## config.mk

```make
export PLATFORM = sky130hd
export DESIGN_NAME = fft_stage_ctrl
export DESIGN_NICKNAME = d
export VERILOG_FILES = /design/src/verilog/fft_pkg.sv /design/src/verilog/fft_stage_ctrl.sv
export SDC_FILE = /design/constraint.sdc
export NUM_CORES = 1
export LEC_CHECK = 0
export ABC_AREA = 1
export ABC_CLOCK_PERIOD_IN_PS = 1200
export BUFFER_PORTS_ARGS = -buffer_cell sky130_fd_sc_hd__buf_2
export CORE_AREA = 3 3 40 42
export CTS_CLUSTER_SIZE = 30
export DETAILED_ROUTE_END_ITERATION = 16
export DIE_AREA = 0 0 43 45
export MAX_ROUTING_LAYER = met4
export REMOVE_ABC_BUFFERS = 1
export SLEW_MARGIN = 20
export SYNTH_ARGS = -nofsm -noshare
export SYNTH_HDL_FRONTEND = slang
export SYNTH_SLANG_ARGS = --single-unit
```

## constraint.sdc

```tcl
create_clock -name clk -period 1.2 [get_ports clk]
set_clock_uncertainty 0.2 [all_clocks]
set_input_delay 0.24 -clock clk [delete_from_list [all_inputs] [get_ports clk]]
set_output_delay 0.24 -clock clk [all_outputs]
set_load 0.05 [all_outputs]
```

## src/verilog/fft_pkg.sv

```systemverilog
`default_nettype none

package fft_pkg;

    // Transform size
    localparam int N_POINTS = 32;
    localparam int LOG2_N   = 5;                // Index bits and stage count
    localparam int N_BFLY   = N_POINTS / 2;
    localparam int STAGE_W  = $clog2(LOG2_N);   // Stage 0 to 4

    // Fixed point format
    localparam int DATA_W   = 32;
    localparam int TW_W     = 16;
    localparam int TW_FRAC  = 14;               // Q2.14, 16384 is 1.0
    localparam int BFLY_LAT = 2;

    ////////////////////////////////////////
    // AXI4-Lite address map

    localparam int ADDR_W          = 9;
    localparam int ADDR_REGION_LSB = LOG2_N + 2;    // 32 words per region

    localparam logic [ADDR_W-1:0] ADDR_SAMPLE_BASE    = 9'h000;
    localparam logic [ADDR_W-1:0] ADDR_CTRL           = 9'h080;   // Bit 0 starts
    localparam logic [ADDR_W-1:0] ADDR_STATUS         = 9'h084;   // Bit 0 busy, bit 1 done
    localparam logic [ADDR_W-1:0] ADDR_RESULT_RE_BASE = 9'h100;
    localparam logic [ADDR_W-1:0] ADDR_RESULT_IM_BASE = 9'h180;

endpackage

`default_nettype wire

```

## src/verilog/fft_stage_ctrl.sv

```systemverilog
`timescale 1ns/1ps
`default_nettype none

module fft_stage_ctrl (
    input  wire                         clk,
    input  wire                         rst_n_i,
    input  wire                         start_i,
    input  wire                         stage_done_i,
    output logic                        load_o,
    output logic                        issue_o,
    output logic                        busy_o,
    output logic                        done_o,
    output logic [fft_pkg::STAGE_W-1:0] stage_o
);
    import fft_pkg::*;

    enum logic [2:0] {s_idle, s_load, s_issue, s_wait, s_done} state_q, state_d;

    logic last_stage;

    assign last_stage = (stage_o == STAGE_W'(LOG2_N - 1));

    always_ff @(posedge clk)
    begin
        if (!rst_n_i)
        begin
            state_q <= s_idle;
            stage_o <= '0;
        end
        else
        begin
            state_q <= state_d;
            if (state_q == s_load)
                stage_o <= '0;
            else if (state_q == s_wait && stage_done_i && !last_stage)
                stage_o <= stage_o + 1'b1;
        end
    end

    always_comb
    begin
        state_d = state_q;
        case (state_q)
            s_idle, s_done:
                if (start_i)
                    state_d = s_load;   // done holds until here
            s_load:
                state_d = s_issue;
            s_issue:
                state_d = s_wait;
            s_wait:
                if (stage_done_i)
                    state_d = last_stage ? s_done : s_issue;
            default:
                state_d = s_idle;
        endcase
    end

    assign load_o  = (state_q == s_load);
    assign issue_o = (state_q == s_issue);
    assign busy_o  = (state_q == s_load) || (state_q == s_issue) || (state_q == s_wait);
    assign done_o  = (state_q == s_done);

    ////////////////////////////////////////
    // Checks

    assert property (@(posedge clk) disable iff (!rst_n_i)
        busy_o |-> stage_o < STAGE_W'(LOG2_N));

    // Fixed round trip through gather, butterflies and write-back
    assert property (@(posedge clk) disable iff (!rst_n_i)
        stage_done_i |-> $past(issue_o, BFLY_LAT + 2));

endmodule

`default_nettype wire

```

==> results by group, run 1 <==
Detailed routing
  – DRC: 0
  – Iteration-0 DRC Markers: 14
  – Antenna Nets Post-Route: 0
  – Vias per std cell: about 4.7
  – Routed len/inst: approximately 13 um
  – First-pass DRT Iterations: 4
  – Vias: between 400 and 500
  – Drt total wl: around 1.1 mm

Final layout
  – Most common cell after layout, fill and taps aside: buf_4
  – Final core occ: between 50 and 60%
  – Final cell count without fillers: 90
  – Synth-to-Final Area Change: 108%
  – Layout cells sized above 1: between 70% and 80%
  – Final instance area: between 700 and 800 um2
  – Layout Nets: 83
  – N_diodes: 0
  – Most frequent cells in the layout: 7 x buf_4, 6 x nand2_1, 6 x buf_6

Clock tree
  – Later-pin clock latency in the skew report: about 0.24 ns
  – Root buf cell: clkbuf_4
  – CTS tree: yes
  – CTS sink cnt: 6
  – H-tree Lvls: 1
  – Clk buf depth: 2
  – Clock Pin Slew Worst Setup and Hold Paths: about 0.050 ns
  – Num CTS Buffers: 3

Worst hold path
  – Hold WC Path Type: primary input to register

Placed design
  – Placed instance count: 85
  – Global placer's final weighted congestion: between 0.7 and 0.8
  – IO Port Bufs: 10
  – HPWL Detailed: between 700 and 800 um
  – Placed cell area: between 400 and 500 um2
  – Place WS: -0.179 ns

Setup path
  – WS Path Type: register to output pin
  – Worst Setup End Kind: output pin
  – Worst EP arrival: around 1.0 ns
  – Startpoint types: register
  – Max FO, Critical Path: 6
  – Worst EP required: roughly 0.76 ns

Synth
  – Register bit total from synthesis: 6
  – Post-synthesis compound-gate area fraction: 15.4%
  – Synth area leaders: dfxtp_1 34%, nand2_1 11%, a21oi_1 9.8%, inv_1 9.5%, ha_1 7.0%
  – Yosys top cell by area: dfxtp_1
  – Seq/Total Area, Yosys: around a third
  – Post-synthesis xor/xnor area fraction: ~2.5%
  – Gate Count Post-Synth: 51
  – Yosys top cell area share: between 30% and 40%
  – Largest family of logic cells by synthesized area: simple AND/OR/NAND/NOR gates
  – Synth warn: 0
  – Mux contribution to synthesized area: 0%
  – Mapped cell area: about 360 um2
  – Adder-cell share of the synthesized area: roughly 7%
  – Netlist cell types: 15
  – Post-Synth Simple-Gate Area: 31.9%
  – Syn Area/Cell: around 7.0 um2

STA
  – Unrepaired setup endpoints after global routing: true
  – Final WS setup: -0.253 ns
  – Slew Viols, Final: 0
  – Slew Limit Headroom: 87.9%
  – # setup viols final: 11
  – Period minus WS final: 1.45 ns
  – Final hold vios: 0
  – Period utilization: 121%
  – Tightest Pin Transition: about 0.18 ns
  – Setup TNS: -1.37 ns
  – F_max: 0.688 GHz

Outcome
  – Violated checks: setup timing
  – Status: finished with violations

Die
  – Die width: approximately 43 um
  – Die H: between 40 and 50 um
  – Placeable Area: 1280 um2
  – FP Rows: 13
  – Initial core utilization: roughly 28%
  – I/O pins: 11
  – Die Footprint: 1940 um2

Power
  – Leak pwr: between 0.3 and 0.4 nW
  – Peak supply drop: 0.550 mV
  – Power Dens Cells: roughly 1000 nW/um2

Global route
  – Gr ovfl total: 0
  – Pin count of the biggest net entering global routing: 8
  – GR Util All Layers: between 10% and 20%
  – Initial antenna violation count: 0
  – Global-route wire length before repair: ~1.7 mm
  – Number of global-route vias before repair: 412

Job
  – Max-cap violations: 0
## cells by family after synthesis
logic type | after synthesis
compound gates | 11
xor+xnor | 1
fa+ha+maj | 2
buf+inv | 9
flops | 6
simple gates | 22
## state kept, by name, summed over array words and instances (netlist names)
signal	flops
stage_o	3
state_q	3
## synthesized netlist by cell type (all sizes together)
library cell / number
dfxtp: 6
o21ai: 4
nand3: 3
nor2: 5
inv: 9
nand2: 12
a21oi: 7
nor3: 2
xor2: 1
ha: 2
## path summary, 6_finish.rpt
path | startpoint | end | slack (ns) | cells after the start
setup reg to reg | stage_o[1] | state_q[2] | -0.08 | 9
hold reg to reg | stage_o[0] | stage_o[0] | 0.33 | 3
setup / recovery | state_q[1] | issue_o | -0.25 | 3
hold / removal | rst_n_i | state_q[2] | 0.05 | 3
## area by class of cell
| cell class | count | area [um2] |
|---|---|---|
| multi-input cells | 36 | 314 |
| repair buffers | 21 | 210 |
| inverters | 9 | 38.8 |
| fillers | 115 | 543 |
| well taps | 15 | 18.8 |
| clock buffers | 3 | 22.5 |
| flip-flops and latches | 6 | 138 |
## critical path, cell delays in order (launching register included)
cell	delay [ns]
dfxtp_4	0.42
inv_4	0.06
nor3_4	0.12
buf_6	0.18
## what timing repair did
action | CTS | global route
buffers inserted | 2 | 0
resized for setup | 55 | 13
hold buffers | 0 | 0
endpoints found under the setup margin | 12 | 12
pin swaps | 15 | 5
## power breakdown
part / internal, mW / switching (mW) / leakage (nW)
combinational: 0.141 / 0.184 / 0.252
sequential: 0.216 / 0.0426 / 0.0527
clock: 0.113 / 0.0678 / 0.0138
## through the flow
step                      hold slack [ns]  power (mW)
after CTS                          0.0413       0.725
after floorplan                     0.161       0.381
final                              0.0483       0.764
after detailed placement            0.308       0.450
after global placement              0.290       0.448
after global routing               0.0431       0.802
## per-layer routing
| metal | routed length (um) | global-route usage [%] |
|---|---|---|
| met4 | 14 | 9.04 |
| met3 | 37 | 3.98 |
| met1 | 486 | 15.0 |
| met5 | 0 | - |
| met2 | 605 | 18.9 |
Note: power is estimated with default switching activity, not from simulation.
==> run 2, diff against run 1 <==
ABC_CLOCK_PERIOD_IN_PS = 1400   (was 1200)
clock period = 1.4 ns   (was 1.2 ns; I/O delays follow)
==> run 2 against run 1 <==
Net effect: the flow still finishes with violations (setup timing); largest cell class unchanged; highest routed layer unchanged; die area did not move; combinational power fell by 16%; flip-flop and latch count did not move; count of clock-buffer cells in the layout did not move; total power fell by 15%; design area fell by 11%; sequential share of layout area rose by 1.6 points.
==> results by group, run 2 (same netlist as run 1, synthesis figures left out) <==
Clock tree
  – CTS sink cnt: 6 (unchanged)
  – CTS tree: yes (unchanged)
  – Clock Pin Slew Worst Setup and Hold Paths: 0.04 ns (was 0.05 ns)
  – Num CTS Buffers: 3 (unchanged)
  – Later-pin clock latency in the skew report: 0.24 ns (about the same)
  – H-tree Lvls: 1 (unchanged)
  – Clk buf depth: 2 (unchanged)
  – Cts hold-fix bufs: 0 (unchanged)
  – Root buf cell: clkbuf_4 (unchanged)

Final layout
  – Final core occ: 51.6% (was 57.7%)
  – Final instance area: 663 um2 (was 742 um2)
  – Multi-input logic area: 284 um2 (was 314 um2)
  – Synth-to-Final Area Change: 86.0% (was 108%)
  – FILL cells: 117 (was 115)
  – Layout Nets: 81 (was 83)
  – Layout cells sized above 1: 64.4% (was 74.7%)
  – Regs by FF count: stage_o: 3 flops, state_q: 3 flops (unchanged)
  – Register Area: 134 um2 (was 138 um2)
  – Final cell count without fillers: 88 (was 90)
  – N_diodes: 0 (unchanged)
  – Most frequent cells in the layout: 10 x buf_4, 8 x nand2_1, 6 x a21oi_1 (was 7 x buf_4, 6 x nand2_1, 6 x buf_6)
  – Most common cell after layout, fill and taps aside: buf_4 (unchanged)

STA
  – Unrepaired setup endpoints after global routing: true (unchanged)
  – Slew Limit Headroom: 88.5% (was 87.9%)
  – F_max: between 0.6 and 0.7 GHz
  – Period utilization: 105%
  – Final hold vios: 0 (unchanged)
  – # setup viols final: 4 (was 11)
  – Period minus WS final: 1.48 ns
  – Worst hold slack: 0.0929 ns (was 0.0483 ns)
  – Slew Viols, Final: 0 (unchanged)
  – Tightest Pin Transition: 0.171 ns (was 0.181 ns)
  – Final WS setup: -0.0766 ns (was -0.253 ns)

Setup path
  – Startpoint types: register (unchanged)
  – CP bufs+invs: 3 (was 2)
  – WS Path Type: register to output pin (unchanged)
  – Worst EP arrival: 1.00 ns (was 1.01 ns)
  – Cell Chain, Critical Path: inv_4 > nand3_2 > inv_2 > buf_8 (was inv_4 > nor3_4 > buf_6)
  – Crit-path max cell delay: 0.37 ns (was 0.42 ns)
  – Worst setup startpoint: state_q[1] (unchanged)
  – Worst EP required: 0.92 ns (was 0.76 ns)
  – Worst Setup End Kind: output pin (unchanged)
  – Origin of the critical flop-to-flop path: state_q[1] (was stage_o[1])
  – Slowest CP cell: dfxtp_4 (unchanged)
  – CP top delay family: flip-flops (unchanged)
  – Max FO, Critical Path: 4 (was 6)

Power
  – Power Dens Cells: 981 nW/um2 (was 1030 nW/um2)
  – Peak supply drop: 0.487 mV (was 0.550 mV)
  – Leak pwr: 0.301 nW (was 0.319 nW)
  – Tot Pwr: 0.651 mW (was 0.764 mW)

Die
  – Die Footprint: 1940 um2 (unchanged)
  – Initial core utilization: 27.8% (unchanged)
  – Placeable Area: 1280 um2 (unchanged)
  – Die H: 45 um (unchanged)
  – FP Rows: 13 (unchanged)
  – Die width: 43 um (unchanged)
  – I/O pins: 11 (unchanged)

Detailed routing
  – Vias: 426 (was 422)
  – Antenna Nets Post-Route: 0 (unchanged)
  – Drt total wl: 1.18 mm (was 1.14 mm)
  – Routed len/inst: 13.4 um (was 12.7 um)
  – First-pass DRT Iterations: 4 (unchanged)
  – Iteration-0 DRC Markers: 9 (was 14)
  – DRC: 0 (unchanged)
  – Vias per std cell: 4.84 (was 4.69)

Outcome
  – Status: finished with violations (unchanged)
  – Violated checks: setup timing (unchanged)

Placed design
  – Placed cell area: 463 um2 (was 493 um2)
  – HPWL Detailed: 650 um (was 707 um)
  – IO Port Bufs: 10 (unchanged)
  – Global placer's final weighted congestion: 0.655 (was 0.745)
  – Placed instance count: 81 (was 85)

Worst hold path
  – Hold WC Path Type: primary input to register (unchanged)
  – Hold wc startpoint: rst_n_i (unchanged)

Global route
  – Gr ovfl total: 0 (unchanged)
  – Initial antenna violation count: 0 (unchanged)
  – GR Util All Layers: 12.6% (was 12.9%)
  – Number of global-route vias before repair: 380 (was 412)
  – Global-route wire length before repair: 1.67 mm (was 1.74 mm)
  – Pin count of the biggest net entering global routing: 6 (was 8)

Job
  – Max-cap violations: 0 (unchanged)
[run 2: cell types whose count changed in the layout (fill, tap and decap cells not counted), moves of 2 or more]
cell / before / now
nand2_1: 6 / 8
buf_4: 7 / 10
nand2_2: 4 / 2
buf_6: 6 / 4
buf_8: 5 / 2
[run 2: power by group]
group	switching [mW]	total (mW)	internal, mW	leakage (nW)
logic	0.162	0.274	0.113	0.235
clock network	0.0599	0.157	0.0968	0.0138
registers	0.0331	0.220	0.187	0.0519
[run 2: worst reg2reg max path, cell delays in order, from the launching register on]
cell	delay [ns]
dfxtp_4	0.40
buf_4	0.15
buf_4	0.12
nand3_4	0.10
nor2_4	0.11
nand2_1	0.09
a21oi_2	0.14
[run 2: worst paths after layout]
check | cells past startpoint | to | slack (ns)
max | 4 | load_o | -0.08
min | 3 | state_q[0] | 0.09
max reg2reg | 6 | stage_o[2] | 0.02
min reg2reg | 2 | stage_o[2] | 0.38
[run 2: through the flow]
step / setup WS (ns) / TNS (ns)
after floorplan: -0.614 / -3.02
after global placement: -0.0214 / -0.0214
after detailed placement: -0.0130 / -0.0130
after CTS: -0.0876 / -0.263
after global routing: -0.127 / -0.544
final: -0.0766 / -0.289
[run 2: repair_timing]
| item | 4_1_cts | 5_1_grt |
|---|---|---|
| pin swaps | 0 | 3 |
| buffers inserted | 3 | 1 |
| gates resized for setup | 25 | 25 |
| endpoints found under the setup margin | 6 | 9 |
[run 2: area by class of cell]
type | count | share of cell area [%]
clock buffers | 3 | 3.40
inverters | 9 | 5.85
multi-input cells | 36 | 42.8
flip-flops and latches | 6 | 20.2
well taps | 15 | 2.83
repair buffers | 19 | 24.9
[run 2: routing by layer]
metal	wire length, um	GRT usage, %	vias to the layer above
met3	66	4.38	5
met4	30	9.04	0
met5	0	-	-
met2	626	20.7	17
met1	455	12.6	194
li1	-	-	210
